## src/hw/ring_gw_settings.svh

```systemverilog
// Build-time sizes for the ring gateway.
// Included by the package and by every RTL module that needs a width.
// Change the values here to resize the whole gateway at once.

`ifndef RING_GW_SETTINGS_SVH
`define RING_GW_SETTINGS_SVH

// Flit data word, payload plus destination in the first flit
`define RING_FLIT_WIDTH 32

// Destination field, taken from the top bits of a first flit
`define RING_DEST_WIDTH 5

// Default depth of the ring input buffer, in flits
`define GW_FIFO_DEPTH 4

`endif

```

## src/hw/ring_gw_pkg.sv

```systemverilog
// Shared types of the ring gateway.
// Modules take them with a wildcard import in the module header.

`include "ring_gw_settings.svh"

package ring_gw_pkg;

  // One data word of a flit
  typedef logic [`RING_FLIT_WIDTH-1:0] flit_data_t;

  // Node address, also the destination field of a first flit
  typedef logic [`RING_DEST_WIDTH-1:0] node_id_t;

  // Flit as it travels on a stream, last marks the packet end
  typedef struct packed {
    flit_data_t data;
    logic       last;
  } flit_t;

  // Arbiter states, which source owns the ring output
  typedef enum logic [1:0] {
    worm_idle,
    worm_ring,
    worm_local,
    worm_ext
  } worm_state_t;

  // Router states, where the current packet is steered
  typedef enum logic [1:0] {
    route_idle,
    route_local,
    route_pass
  } route_state_t;

endpackage

```

## src/hw/flit_fifo.sv

```systemverilog
// Flit buffer on the ring input of the gateway.
// Circular buffer with valid/ready on both sides. A stored flit shows on
// the output from the edge that wrote it. Push and pop may happen in the
// same cycle, also when the buffer is full.

`timescale 1ns/1ps
`include "ring_gw_settings.svh"

module flit_fifo import ring_gw_pkg::*; #(
  parameter int depth = `GW_FIFO_DEPTH
) (
  input  logic  clk,
  input  logic  rst,

  input  flit_t in_flit,
  input  logic  in_valid,
  output logic  in_ready,

  output flit_t out_flit,
  output logic  out_valid,
  input  logic  out_ready
);

  localparam int ptr_w = (depth > 1) ? $clog2(depth) : 1;
  localparam int cnt_w = $clog2(depth + 1);

  typedef logic [ptr_w-1:0] ptr_t;
  typedef logic [cnt_w-1:0] cnt_t;

  ////////////////////////////////////////////////////////////////////////////
  // Storage and pointers
  ////////////////////////////////////////////////////////////////////////////

  flit_t mem [depth];
  ptr_t  wr_ptr;
  ptr_t  rd_ptr;
  cnt_t  count;
  logic  push;
  logic  pop;
  logic  full;

  // Wrap at depth, which need not be a power of two
  function automatic ptr_t ptr_next(ptr_t p);
    if (p == ptr_t'(depth - 1)) begin
      return '0;
    end
    return p + ptr_t'(1);
  endfunction

  assign full      = (count == cnt_t'(depth));
  assign out_valid = (count != '0);
  assign out_flit  = mem[rd_ptr];

  // A pop frees a slot in the same cycle
  assign in_ready = !full || out_ready;
  assign push     = in_valid && in_ready;
  assign pop      = out_valid && out_ready;

  always_ff @(posedge clk) begin
    if (push) begin
      mem[wr_ptr] <= in_flit;
    end
  end

  always_ff @(posedge clk) begin
    if (rst) begin
      wr_ptr <= '0;
      rd_ptr <= '0;
      count  <= '0;
    end else begin
      if (push) begin
        wr_ptr <= ptr_next(wr_ptr);
      end
      if (pop) begin
        rd_ptr <= ptr_next(rd_ptr);
      end
      // Occupancy holds when both or neither happen
      case ({push, pop})
        2'b10:   count <= count + cnt_t'(1);
        2'b01:   count <= count - cnt_t'(1);
        default: count <= count;
      endcase
    end
  end

endmodule

```

## src/hw/ring_gw_demux.sv

```systemverilog
// Wormhole router behind the ring input buffer.
// The first flit of a packet picks the way: to the local port when its
// destination matches node_id, onward on the ring otherwise. Later flits
// follow the same way until the last flit has transferred.
// Combinational data path, state moves on the transfer edge.

`timescale 1ns/1ps
`include "ring_gw_settings.svh"

module ring_gw_demux import ring_gw_pkg::*; #(
  parameter node_id_t node_id = '0
) (
  input  logic  clk,
  input  logic  rst,

  input  flit_t in_flit,
  input  logic  in_valid,
  output logic  in_ready,

  output flit_t local_flit,
  output logic  local_valid,
  input  logic  local_ready,

  output flit_t pass_flit,
  output logic  pass_valid,
  input  logic  pass_ready
);

  route_state_t state;
  route_state_t state_nxt;
  node_id_t     dest;
  logic         to_local;
  logic         xfer;

  // Destination sits in the top bits, only meaningful on a first flit
  assign dest = in_flit.data[`RING_FLIT_WIDTH-1 -: `RING_DEST_WIDTH];

  // Both outputs see the flit, valid decides who takes it
  assign local_flit = in_flit;
  assign pass_flit  = in_flit;

  ////////////////////////////////////////////////////////////////////////////
  // Steering
  ////////////////////////////////////////////////////////////////////////////

  always_comb begin
    state_nxt = state;
    case (state)
      route_idle:  to_local = (dest == node_id);
      route_local: to_local = 1'b1;
      default:     to_local = 1'b0;
    endcase

    local_valid = in_valid && to_local;
    pass_valid  = in_valid && !to_local;
    // Stall follows the chosen output only
    in_ready    = to_local ? local_ready : pass_ready;
    xfer        = in_valid && in_ready;

    // Single flit packets never leave idle
    if (xfer) begin
      if (in_flit.last) begin
        state_nxt = route_idle;
      end else if (state == route_idle) begin
        state_nxt = to_local ? route_local : route_pass;
      end
    end
  end

  always_ff @(posedge clk) begin
    if (rst) begin
      state <= route_idle;
    end else begin
      state <= state_nxt;
    end
  end

endmodule

```

## src/hw/ring_gw_mux.sv

```systemverilog
// Wormhole arbiter onto the ring output.
// Merges packets passing through, packets from the local port and
// packets from the external port. A free output goes to the ring first,
// then local, then external. The winner keeps the output until its last
// flit has gone, so packets never interleave.

`timescale 1ns/1ps
`include "ring_gw_settings.svh"

module ring_gw_mux import ring_gw_pkg::*; (
  input  logic  clk,
  input  logic  rst,

  input  flit_t ring_flit,
  input  logic  ring_valid,
  output logic  ring_ready,

  input  flit_t local_flit,
  input  logic  local_valid,
  output logic  local_ready,

  input  flit_t ext_flit,
  input  logic  ext_valid,
  output logic  ext_ready,

  output flit_t out_flit,
  output logic  out_valid,
  input  logic  out_ready
);

  worm_state_t state;
  worm_state_t state_nxt;
  worm_state_t grant;
  logic        xfer;

  ////////////////////////////////////////////////////////////////////////////
  // Grant
  ////////////////////////////////////////////////////////////////////////////

  // Locked worm keeps its source, idle picks by priority
  always_comb begin
    grant = state;
    if (state == worm_idle) begin
      if (ring_valid) begin
        grant = worm_ring;
      end else if (local_valid) begin
        grant = worm_local;
      end else if (ext_valid) begin
        grant = worm_ext;
      end
    end
  end

  ////////////////////////////////////////////////////////////////////////////
  // Output select
  ////////////////////////////////////////////////////////////////////////////

  always_comb begin
    out_flit    = ring_flit;
    out_valid   = 1'b0;
    ring_ready  = 1'b0;
    local_ready = 1'b0;
    ext_ready   = 1'b0;
    case (grant)
      worm_ring: begin
        out_flit   = ring_flit;
        out_valid  = ring_valid;
        ring_ready = out_ready;
      end
      worm_local: begin
        out_flit    = local_flit;
        out_valid   = local_valid;
        local_ready = out_ready;
      end
      worm_ext: begin
        out_flit  = ext_flit;
        out_valid = ext_valid;
        ext_ready = out_ready;
      end
      // Nothing offered, all readies low
      default: ;
    endcase
  end

  assign xfer = out_valid && out_ready;

  // Hold the grant past a non-last flit, release on the last one
  always_comb begin
    state_nxt = state;
    if (xfer) begin
      state_nxt = out_flit.last ? worm_idle : grant;
    end
  end

  always_ff @(posedge clk) begin
    if (rst) begin
      state <= worm_idle;
    end else begin
      state <= state_nxt;
    end
  end

endmodule

```

## src/hw/ring_gateway.sv

```systemverilog
// Gateway of one ring node.
// Ring flits pass the input buffer, then the router, which hands local
// packets to local_out and the rest to the arbiter. The arbiter merges
// them with local_in and ext_in onto ring_out.
// Set node_id to the address of this node.

`timescale 1ns/1ps
`include "ring_gw_settings.svh"

module ring_gateway import ring_gw_pkg::*; #(
  parameter node_id_t node_id = '0
) (
  input  logic  clk,
  input  logic  rst,

  input  flit_t ring_in_flit,
  input  logic  ring_in_valid,
  output logic  ring_in_ready,

  output flit_t ring_out_flit,
  output logic  ring_out_valid,
  input  logic  ring_out_ready,

  input  flit_t local_in_flit,
  input  logic  local_in_valid,
  output logic  local_in_ready,

  output flit_t local_out_flit,
  output logic  local_out_valid,
  input  logic  local_out_ready,

  input  flit_t ext_in_flit,
  input  logic  ext_in_valid,
  output logic  ext_in_ready
);

  // Buffer to router
  flit_t buf_flit;
  logic  buf_valid;
  logic  buf_ready;

  // Router to arbiter, packets passing through
  flit_t pass_flit;
  logic  pass_valid;
  logic  pass_ready;

  ////////////////////////////////////////////////////////////////////////////
  // Ring input path
  ////////////////////////////////////////////////////////////////////////////

  flit_fifo #(
    .depth (`GW_FIFO_DEPTH)
  ) u_in_buf (
    .clk       (clk),
    .rst       (rst),
    .in_flit   (ring_in_flit),
    .in_valid  (ring_in_valid),
    .in_ready  (ring_in_ready),
    .out_flit  (buf_flit),
    .out_valid (buf_valid),
    .out_ready (buf_ready)
  );

  ring_gw_demux #(
    .node_id (node_id)
  ) u_route (
    .clk         (clk),
    .rst         (rst),
    .in_flit     (buf_flit),
    .in_valid    (buf_valid),
    .in_ready    (buf_ready),
    .local_flit  (local_out_flit),
    .local_valid (local_out_valid),
    .local_ready (local_out_ready),
    .pass_flit   (pass_flit),
    .pass_valid  (pass_valid),
    .pass_ready  (pass_ready)
  );

  ////////////////////////////////////////////////////////////////////////////
  // Ring output merge
  ////////////////////////////////////////////////////////////////////////////

  ring_gw_mux u_arb (
    .clk         (clk),
    .rst         (rst),
    .ring_flit   (pass_flit),
    .ring_valid  (pass_valid),
    .ring_ready  (pass_ready),
    .local_flit  (local_in_flit),
    .local_valid (local_in_valid),
    .local_ready (local_in_ready),
    .ext_flit    (ext_in_flit),
    .ext_valid   (ext_in_valid),
    .ext_ready   (ext_in_ready),
    .out_flit    (ring_out_flit),
    .out_valid   (ring_out_valid),
    .out_ready   (ring_out_ready)
  );

endmodule

```

## config.mk

```make
export PLATFORM = sky130hd
export DESIGN_NAME = ring_gateway
export DESIGN_NICKNAME = d
export VERILOG_FILES = /design/src/hw/ring_gw_pkg.sv /design/src/hw/flit_fifo.sv /design/src/hw/ring_gw_demux.sv /design/src/hw/ring_gw_mux.sv /design/src/hw/ring_gateway.sv
export VERILOG_INCLUDE_DIRS = /design/src /design/src/hw
export SDC_FILE = /design/constraint.sdc
export NUM_CORES = 1
export LEC_CHECK = 0
export BUFFER_PORTS_ARGS = -buffer_cell sky130_fd_sc_hd__clkbuf_2
export CAP_MARGIN = 40
export CORE_ASPECT_RATIO = 2
export CORE_MARGIN = 1.5
export CORE_UTILIZATION = 40
export DETAILED_ROUTE_END_ITERATION = 8
export PLACE_DENSITY = 0.63
export SYNTH_ARGS = -nofsm -noshare
export SYNTH_HDL_FRONTEND = slang
export SYNTH_HIERARCHICAL = 1
export SYNTH_SLANG_ARGS = --single-unit
```

## constraint.sdc

```tcl
create_clock -name clk -period 9.9 [get_ports clk]
set_clock_uncertainty 0.15 [all_clocks]
set_input_delay 2.97 -clock clk [delete_from_list [all_inputs] [get_ports clk]]
set_output_delay 2.97 -clock clk [all_outputs]
set_load 0.03 [all_outputs]
```

# Word level (Yosys, flattened, before mapping)
# Memories as Yosys holds them, arrays and structs flattened. A register that Yosys moved wholly into a read port is not among the register bits.
# Cells that the tools add are included.
[op_classes] muxes=30 n_reduce_logical=15 n_addsub=4 n_eq_ne=9
[ops] op="$pmux W33 S2" count=1
[ops] op="$mux W2" count=14
[ops] op="$mux W1" count=12
[ops] op="$eq A2 B2 Y1 const B" count=5
[ops] op="$eq A2 B1 Y1 const B" count=3
[ops] op="$pmux W3 S2" count=1
[ops] op="$logic_and A1 B1 Y1" count=5
[ops] op="$logic_not A5 Y1" count=1
[ops] op="$add A2 B1 Y2 const B" count=2
[ops] op="$logic_not A2 Y1" count=2
[ops] op="$reduce_bool A2 Y1" count=2
[ops] op="$add A3 B1 Y3 const B" count=1
[ops] op="$eq A3 B3 Y1 const B" count=1
[ops] op="$pmux W1 S3" count=1
[ops] op="$reduce_bool A3 Y1" count=1
[ops] op="$sub A3 B1 Y3 const B" count=1
[ops] op="$logic_not A1 Y1" count=2
[ops] op="$pmux W1 S2" count=1
[ops] op="$reduce_and A2 Y1" count=1
[ops] op="$logic_or A1 B1 Y1" count=1
[totals] in_bits=106 n_memories=1 out_inout_bits=71 regBits=11 ramBits=132 elab_cells=64
[memory_table] memory="u_in_buf.mem" words=4 width=33 rd=1 rd_clocked_by_memory_dff=1 wr=1 line_no="flit_fifo.sv:34" rtl="flit_t mem [depth];"

# Longest topological paths before layout
# Gate-level depths: netlist of the first run.
[logic_depth] depth_word=15 mapped_depth=19

# By module
# The synthesis of the first run kept the hierarchy.
[by_module_without_submodules] mod="flit_fifo" seq_area_each_um2=4144.0 cells_per_inst=225 instances=1 area_each_um2=5232.5
[by_module_without_submodules] mod="ring_gw_mux" seq_area_each_um2=40.0 cells_per_inst=144 instances=1 area_each_um2=942.2
[by_module_without_submodules] mod="ring_gw_demux" seq_area_each_um2=40.0 cells_per_inst=85 instances=1 area_each_um2=670.6

# Least setup slack after synthesis of the first run
# Ideal clock, no wire load.
[synth_timing] kind="in2out" startpoint="input port local_in_valid" endpoint="output port ring_out_flit[10] (netlist name)" t_arrival_ns=4.261 stages=5 t_required_ns=6.780 path_slack_ns=2.519 n_path_buf=2 path_cell_list="or2_2 > a21o_1 > buf_4 > buf_2 > a21oi_1"
[synth_lines] element="from (decl)" line_no="ring_gateway.sv:25" rtl="input logic local_in_valid,"
[synth_lines] element="to (decl)" line_no="ring_gateway.sv:20" rtl="output flit_t ring_out_flit,"

==> impl_metrics.yaml, run 1 <==
status:
  status: "completed"
die:
  start_util_pct: 40.83
  die_h_um: 188.0
  dieArea_um2: 17950
  num_rows: 67
  die_w_um: 95.50
  coreArea_um2: 16770
  num_io_pins: 177
logic_synthesis:
  synthMuxAreaShare_pct: 16.05
  synthCells: 454
  netlist.top_cell.by_area: "edfxtp_1"
  yosys_warnings: 6
  synth-simple-area-share_pct: 5.557
  synth_top_family_by_area: "multiplexers"
  seq_area_frac_synth_pct: 61.71
  synthAdderAreaFrac_pct: 1.389
  synth_compound_area_share_pct: 5.483
  synth.avg_cell_area_um2: 15.08
  synth_cell_types: 47
  synth.cell_area_um2: 6845
  ys_ff_latch: 145
  synth_edf_count: 132
  synth.area.top_cells: "edfxtp_1, mux4_2, buf_4, mux2i_1, dfxtp_1"
  syn_nets: 567
  ys.flop_type: "edfxtp_1"
  yosysTopAreaCellShare_pct: 57.91
  ys_async_sr_fraction_pct: 0
  synth-xor-area-share_pct: 0.2559
sta:
  final-setup-viol-count: 0
  max-slew-margin-rel_pct: 47.66
  maxSlewViolCount: 0
  worst_pin_slew_ns: 0.7851
  rsz0062_at_grt: "no"
  fmax_mhz: 125.1
  finalCritPeriodShare_pct: 80.75
  fin_crit_ns: 7.994
  holdWs_ns: 0.3705
  hold_viol_final: 0
  fin_tns_setup_ns: 0
worst_setup_path:
  setup.worst_path.class: "flip-flop to output port"
  critPathBufInv: 3
  end_kind: "output port"
  start_kind: "flip-flop"
  cp_max_fo: 35
  cp_slowest_cell: "dfxtp_2"
  max_stage_delay_ns: 0.84
  cp.arrival_ns: 4.87
  crit_required_ns: 6.78
  crit_chain: "buf_4 -> mux4_2 -> nor4_4 -> a21oi_2 -> and2_2 -> nor2_1 -> a21o_2 -> buf_4 -> nor2_1 -> a21oi_1 -> clkbuf_2"
  cp_top_family: "buffers and inverters"
power:
  p_seq_share_pct: 28.4
  pwr-share-comb_pct: 49.3
  peakVddDrop_mv: 0.2264
  p_per_area_nw_per_um2: 335.3
  intPower_w: 0.001548
  power.total_w: 0.002725
  power_switching_w: 0.001176
  swShare_pct: 43.17
  leakage_nw: 3.154
  clkPwrFrac_pct: 22.3
final_layout:
  synthToLayoutAreaGrowth_pct: 18.70
  drive_gt1_share_pct: 45.63
  final_cell_count_no_fill: 790
  fin_nets: 684
  diodes: 0
  final_area_um2: 8125
grt:
  grtUsageMet1_pct: 17.10
  grt-ovfl-total: 0
  track_usage_pct: 16.59
  grt_use_met3_pct: 4.015
  antenna_found_initial: 0
  grt_pass1_wl_um: 21690
  met2_usage_pct: 30.39
  grt_pass1_vias: 4117
  grt_max_degree: 36
  grt_busiest_layer: "met2"
drt:
  vias_per_cell: 5.067
  drc: 0
  ant_nets: 0
  wl_um: 14180
  wl_per_cell_um: 17.94
  vias: 4003
  drt_pre_antenna_iters: 4
  drtIter0Drc: 155
placed_design:
  placed_cells: 758
  gp_congestion: 0.7575
  hpwlAfterDp_um: 10300
  placed_area_um2: 7530
  io_buffers: 176
clock_network:
  insertion_delay_ns: 0.41
  cts_made_buffers: 17
  cts-root-buf: "clkbuf_16"
  cts_buffer_depth: 2
  hold_buffers: 0
  cts_num_sinks: 145
  path_clk_slew_ns: 0.06
  cts.repair.resized: 0
  htreeDepth: 4
  cts_tree: "built"
  cts_setup_buffers: 0
hold_path:
  hp-class: "flip-flop to flip-flop"
flow_run:
  drv_cap: 0
[cell usage after synthesis, types with 4 or more instances]
cell,count
nand2_1,6
a21oi_1,40
nor2_1,39
edfxtp_1,132
inv_1,10
o21ai_0,4
buf_2,10
and3_1,5
dfxtp_1,13
mux4_2,33
mux2i_1,34
ha_1,6
buf_4,68
clkbuf_1,6
[worst paths after layout]
check	slack [ns]	depth (start not counted)	from	to
hold reg to reg	0.37	2	u_in_buf/count[2]	u_in_buf/count[2]
hold / removal	0.37	2	u_in_buf/count[2]	u_in_buf/count[2]
setup / recovery	1.91	11	flip-flop	ring_out_flit[21]
setup reg to reg	4.12	17	flip-flop	u_in_buf/count[2]
[state kept, by name, indices dropped and copies added (netlist names), named ones only]
register         flops
u_in_buf/mem       132
u_in_buf/rd_ptr      2
u_in_buf/count       3
u_route/state        2
u_arb/state          2
u_in_buf/wr_ptr      2
[routing by layer]
| metal | part of all wire, % | up-vias |
|---|---|---|
| met3 | 5.0 | 22 |
| met5 | 0 | - |
| li1 | - | 1900 |
| met2 | 58 | 115 |
| met1 | 35 | 1966 |
| met4 | 2.4 | 0 |
[layout by cell type (no fill, tap or decap), types with 3 or more instances in the layout]
cell type / Yosys / final
and3_2: 0 / 4
nor2b_1: 3 / 3
nand2b_1: 3 / 3
mux4_2: 33 / 33
clkinvlp_4: 0 / 4
ha_1: 6 / 6
clkbuf_2: 0 / 176
a21oi_1: 40 / 40
o21ai_0: 4 / 4
a31oi_1: 3 / 3
or3_1: 3 / 3
edfxtp_1: 132 / 132
inv_1: 10 / 10
buf_16: 0 / 5
nand2_1: 6 / 6
mux2i_1: 34 / 34
clkbuf_16: 0 / 17
buf_4: 68 / 3
dfxtp_1: 13 / 11
nor2_1: 39 / 39
[worst register-to-register path, delay by kind of cell, from the launching register on]
| kind | cells | cell delay [ns] |
|---|---|---|
| XOR/XNOR | 1 | 0.16 |
| adder cells (fa/ha/maj) | 2 | 0.55 |
| multiplexers | 2 | 0.92 |
| flip-flops | 1 | 0.84 |
| AND/OR/NAND/NOR | 7 | 2.29 |
| buffers and inverters | 3 | 0.55 |
| AO/OA/AOI/OAI | 2 | 0.26 |
[metrics by stage]
step / util [%] / setup WS (ns)
6_report: 48.46 / 1.906
4_1_cts: 48.30 / 1.671
2_1_floorplan: - / 2.519
3_5_place_dp: 44.91 / 1.676
5_1_grt: 48.46 / 1.441
3_3_place_gp: 44.13 / 1.784
[cell type report]
type	count	area (um2)
Clock buffer	18	429.2
Clock inverter	13	138.9
Fill cell	1508	8641
Inverter	10	37.54
Multi-Input combinational cell	212	1973
Sequential cell	145	4227
Tap cell	207	259.0
Timing Repair Buffer	185	1061
[power groups by stage]
stage          Combinational, W  Sequential (W)  Clock [W]
2_1_floorplan           0.00115        0.000759          0
3_3_place_gp            0.00129        0.000789          0
3_5_place_dp            0.00133        0.000790          0
4_1_cts                 0.00134        0.000777   0.000625
5_1_grt                 0.00144        0.000785   0.000652
6_report                0.00134        0.000775   0.000607
[cells by family after synthesis]
kind of cell               Yosys count
AOI/OAI and AO/OA                   61
xor gates and xnor gates             2
adders and majority gates            7
buffers and inverters               97
DFF                                145
muxes                               68
and+or+nand+nor                     74
Note: power is estimated with default switching activity, not from simulation.
==> run 2: changes to the inputs <==
PLACE_DENSITY = 0.66   (was 0.63)
clock period = 6.7 ns   (was 9.9 ns; I/O delays follow)
==> run 2 against run 1 <==
Against the previous run:
- setup slack worse by 1.5 ns
- combinational power is 47% higher
- final area is 0.26% lower
- critical path depth is 2 lower
- global-route usage is 0.47 points lower
- sequential share of layout area is 0.14 points higher
- first-iteration DRC count is 37% higher
- register-to-register slack worse by 2.7 ns
- total power is 48% higher
- die area stayed put
- wire length is 1.2% lower
- largest cell class unchanged
==> impl_metrics.yaml, run 2 (synthesis results as in run 1) <==
final_layout:
  fin_nets: 685
  layout_commonest_cell: "clkbuf_2"
  regMostFlops: "u_in_buf/mem"
  n_fill_cell: 1480
  diodes: 0
  synthToLayoutAreaGrowth_pct: 18.39
  layout_common_cells: "clkbuf_2, edfxtp_1, a21oi_1"
  top_regs: "u_in_buf/mem x132, u_in_buf/count x3"
  largest_reg_flops: 132
  drive_gt1_share_pct: 46.15
sta:
  fin_crit_ns: 6.332
  fmax_mhz: 157.9
  final-setup-viol-count: 0
  worst_pin_slew_ns: 0.6132
  maxSlewViolCount: 0
  finalCritPeriodShare_pct: 94.51
  max-slew-margin-rel_pct: 59.12
  hold_viol_final: 0
  fin_tns_setup_ns: 0
  rsz0062_at_grt: "no"
worst_setup_path:
  crit_required_ns: 4.54
  crit_path_frequent_cell: "nor2_1"
  max_stage_delay_ns: 0.72
  cp_slowest_cell: "dfxtp_2"
  cp.arrival_ns: 4.17
  end_kind: "output port"
  setup.worst_path.class: "flip-flop to output port"
  cp_top_family: "simple AND/OR/NAND/NOR gates"
  cp_max_fo: 17
  critPathBufInv: 1
  crit_chain: "mux4_2 -> nor4_4 -> a21oi_2 -> and2_2 -> nor2_1 -> nor2_1 -> mux2_4 -> or4b_1 -> clkbuf_2"
  start_kind: "flip-flop"
clock_network:
  cts_buffer_depth: 2
  cts_num_sinks: 145
  insertion_delay_ns: 0.41
  cts-root-buf: "clkbuf_16"
  cts_tree: "built"
  htreeDepth: 4
  path_clk_slew_ns: 0.06
  hold_buffers: 0
  cts.repair.resized: 0
  cts_made_buffers: 17
  cts_setup_buffers: 0
placed_design:
  io_buffers: 176
  gp_congestion: 0.8011
  hpwlAfterDp_um: 9932
drt:
  vias: 4011
  drt_pre_antenna_iters: 4
  wl_per_cell_um: 17.68
  wl_um: 14000
  drtIter0Drc: 212
  vias_per_cell: 5.064
  ant_nets: 0
  drc: 0
power:
  peakVddDrop_mv: 0.2823
  leakage_nw: 3.160
  power.total_w: 0.004035
  p_per_area_nw_per_um2: 497.9
hold_path:
  hp-class: "flip-flop to flip-flop"
die:
  coreArea_um2: 16770
  die_w_um: 95.50
  num_io_pins: 177
  start_util_pct: 40.83
  dieArea_um2: 17950
  die_h_um: 188.0
  num_rows: 67
grt:
  grt_pass1_vias: 4210
  grt_max_degree: 34
  grt-ovfl-total: 0
  grt_pass1_wl_um: 21280
  antenna_found_initial: 0
  track_usage_pct: 16.12
status:
  status: "completed"
flow_run:
  drv_cap: 0
## run 2: cell types whose count changed in the layout (fill, tap and decap cells not counted), moves of 3 or more
cell        change
clkinvlp_4      -3
inv_6           +3
inv_8           +3
buf_4           +3
buf_16          -5
buf_12          +3
## run 2: worst paths after layout
path / start / endpoint / slack [ns] / cells past startpoint
worst max-delay path: flip-flop / ring_in_ready / 0.37 / 9
worst min register to register: u_in_buf/rd_ptr[0] / flip-flop / 0.36 / 2
worst min-delay path: u_in_buf/rd_ptr[0] / flip-flop / 0.36 / 2
worst max register to register: flip-flop / u_in_buf/count[2] / 1.42 / 16
## run 2: metrics by stage
| step | instances | cell area (um2) | hold slack, ns | setup WS [ns] | utilization (%) |
|---|---|---|---|---|---|
| floorplan | 454 | 6845 | 0.2983 | 1.239 | - |
| global placement | 756 | 7422 | 0.3203 | 0.8157 | 44.27 |
| detailed placement | 760 | 7502 | 0.3486 | 0.6680 | 44.75 |
| CTS | 792 | 8098 | 0.3611 | 0.2274 | 48.30 |
| global route | 792 | 8104 | 0.3946 | 0.09729 | 48.34 |
| finish | 792 | 8104 | 0.3648 | 0.3679 | 48.34 |
## run 2: metal layers
layer	track usage [%]	vias up	part of all wire (%)	routed length, um
met1	16.48	1962	36	4999
met4	6.391	0	1.7	244
li1	-	1890	-	-
met3	3.569	23	4.8	666
met5	0	-	0	0
met2	30.39	136	58	8092
## run 2: report_power, final
| group | internal (W) | switching, W |
|---|---|---|
| logic | 0.000649 | 0.00132 |
| registers | 0.00108 | 0.0000650 |
| clock network | 0.000531 | 0.000395 |
## run 2: area by class of cell
cell class | count | area, um2 | area share [%]
Inverter | 10 | 37.54 | 0.4632
Timing Repair Buffer | 186 | 1006 | 12.41
Clock buffer | 17 | 425.4 | 5.249
Tap cell | 207 | 259.0 | 3.196
Sequential cell | 145 | 4227 | 52.15
Multi-Input combinational cell | 212 | 1979 | 24.42
Clock inverter | 15 | 170.2 | 2.100
## run 2: worst register-to-register path, stage by stage (launching register included)
cell and delay, ns:
dfxtp_2 0.72, mux4_2 0.64, nor4_4 0.35, a21oi_2 0.12, and2_2 0.23, nor2_1 0.37
nor2_1 0.18, mux2_4 0.30, or4b_1 0.61, and2_4 0.24, inv_1 0.07, ha_1 0.19
inv_1 0.07, fa_1 0.37, xor2_1 0.16, or3_1 0.30, a21oi_1 0.14
==> run 3: changes to the inputs <==
ABC_AREA = 1   (was unset)
PLACE_DENSITY = 0.65   (was 0.66)
==> run 3 against run 2 <==
Against the previous run:
- register-to-register slack better by 1.1 ns
- non-clock buffer count up 1
- critical path depth up 5
==> impl_metrics.yaml, run 3 <==
worst_setup_path:
  cp.arrival_ns: 3.69
  cp_max_fo: 35
  crit_chain: "buf_4 -> o21ai_0 -> o22ai_1 -> inv_1 -> nand3_1 -> nand2_2 -> a21oi_1 -> nor2_2 -> nand2_1 -> nand2_2 -> inv_2 -> nand3_1 -> nand3_1 -> clkbuf_2"
  r2r_end: "u_in_buf/mem[0][14]"
  start_kind: "flip-flop"
  max_stage_delay_ns: 0.53
  cp_slowest_cell: "inv_2"
  setup.worst_path.class: "flip-flop to output port"
  reg2reg_depth: 16
  crit_path_frequent_cell: "nand3_1"
  regToRegSetupSlack_ns: 2.50
  end_kind: "output port"
  crit_required_ns: 4.54
logic_synthesis:
  netlist.top_cell.by_area: "edfxtp_1"
  synth.area.top_cells: "edfxtp_1, buf_4, nand3_1, nand2_1, nor2_1"
  yosysMostFrequentCell: "edfxtp_1"
  synth-simple-area-share_pct: 17.43
  synthAdderAreaFrac_pct: 1.362
  yosysTopAreaCellShare_pct: 56.79
  seq_area_frac_synth_pct: 60.52
  synth_compound_area_share_pct: 8.265
  synth_cell_types: 24
  synthMuxAreaShare_pct: 0
  synth_top_family_by_area: "simple AND/OR/NAND/NOR gates"
  ys_async_sr_fraction_pct: 0
  ys_ff_latch: 145
  yosys_warnings: 6
  synth_edf_count: 132
  synth_common_cells: "edfxtp_1, nand2_1, nor2_1"
  synthCells: 675
  synth.avg_cell_area_um2: 10.34
  synth.cell_area_um2: 6979
  synth-xor-area-share_pct: 0
  ys.flop_type: "edfxtp_1"
  syn_nets: 788
flow_run:
  drv_cap: 0
placed_design:
  gp_congestion: 0.8190
  place_ws_ns: 1.009
  hpwlAfterDp_um: 11180
  placed_area_um2: 7526
  io_buffers: 176
final_layout:
  regMostFlops: "u_in_buf/mem"
  top_regs: "u_in_buf/mem x132, u_in_buf/count x3"
  drive_gt1_share_pct: 30.69
  fin_util_pct: 47.18
  n_fill_cell: 1646
  layout_common_cells: "clkbuf_2, edfxtp_1, nand2_1"
  fin_nets: 895
  final_area_um2: 8109
  layout_commonest_cell: "clkbuf_2"
  diodes: 0
  synthToLayoutAreaGrowth_pct: 16.19
  largest_reg_flops: 132
drt:
  drt_pre_antenna_iters: 4
  drtIter0Drc: 191
  wl_per_cell_um: 16.40
  ant_nets: 0
  vias_per_cell: 5.061
  wl_um: 16480
  drc: 0
  vias: 5086
hold_path:
  hp-class: "flip-flop to flip-flop"
  min_from: "u_in_buf/count[0]"
  hold_end: "u_in_buf/count[0]"
  min_path_cells: 2
die:
  dieArea_um2: 18300
  start_util_pct: 40.61
  coreArea_um2: 17190
  die_h_um: 189.8
  num_rows: 68
  num_io_pins: 177
  die_w_um: 96.40
clock_network:
  cts_setup_buffers: 0
  cts.repair.resized: 0
  cts_tree: "built"
  cts_made_buffers: 17
  cts_num_sinks: 145
  hold_buffers: 0
  cts-root-buf: "clkbuf_16"
  insertion_delay_ns: 0.41
  path_clk_slew_ns: 0.06
  cts_buffer_depth: 2
  htreeDepth: 4
grt:
  grt_pass1_wl_um: 24580
  grt-ovfl-total: 0
  antenna_found_initial: 0
  track_usage_pct: 18.70
  grt_pass1_vias: 4871
  grt_max_degree: 43
sta:
  fin_crit_ns: 5.847
  rsz0062_at_grt: "no"
  maxSlewViolCount: 0
  max-slew-margin-rel_pct: 54.07
  setup_ws_ns: 0.8527
  final-setup-viol-count: 0
  finalCritPeriodShare_pct: 87.27
  fin_tns_setup_ns: 0
  hold_viol_final: 0
  worst_pin_slew_ns: 0.6880
  fmax_mhz: 171.0
status:
  status: "completed"
==> run 3: metrics by stage <==
stage / hold slack, ns / cells
detailed placement: 0.3743 / 973
finish: 0.3763 / 1005
global placement: 0.3628 / 971
global route: 0.4179 / 1005
CTS: 0.3830 / 1005
floorplan: 0.3311 / 675
==> run 3: critical path: cells and delay by family, from the launching register on <==
kind	cells	cell delay (ns)
buf+inv	4	1.21
simple gates	7	0.87
flops	1	0.35
compound gates	3	0.85
==> run 3: worst max-delay path by stage <==
stage	startpoint	to	slack, ns
global route	flip-flop	ring_out_flit[1]	0.61
floorplan	ext_in_valid	ext_in_ready	1.33
detailed placement	local_in_valid	ring_out_flit[0]	1.01
global placement	local_in_valid	ring_out_flit[7]	1.0
CTS	flip-flop	ring_out_flit[0]	0.79
finish	flip-flop	ring_out_flit[0]	0.85
==> run 3: routing by layer <==
layer / vias to the layer above / GRT usage (%) / part of all wire [%]
met5: - / 0 / 0
met2: 178 / 35.59 / 57
met3: 19 / 3.277 / 5.2
met4: 0 / 9.755 / 2.3
met1: 2398 / 18.31 / 36
li1: 2491 / - / -
==> run 3: kinds of logic (layout without fill, tap and decap cells) <==
kind of cell             Yosys count  after routing
AND/OR/NAND/NOR                  282            282
flip-flops                       145            145
buffers and inverters            134            254
AO/OA/AOI/OAI                    107            107
adder cells (fa/ha/maj)            7              7
==> run 3: cell type report <==
type	instances	area [um2]	area share (%)
Inverter	35	131.4	1.620
Multi-Input combinational cell	396	1918	23.65
Timing Repair Buffer	187	988.4	12.19
Tap cell	210	262.8	3.240
Clock inverter	15	157.7	1.944
Sequential cell	145	4225	52.11
Clock buffer	17	425.4	5.246
Power of run 3 is not shown: default switching activity piles up to over one toggle a cycle in this logic, so the estimate is an artifact.
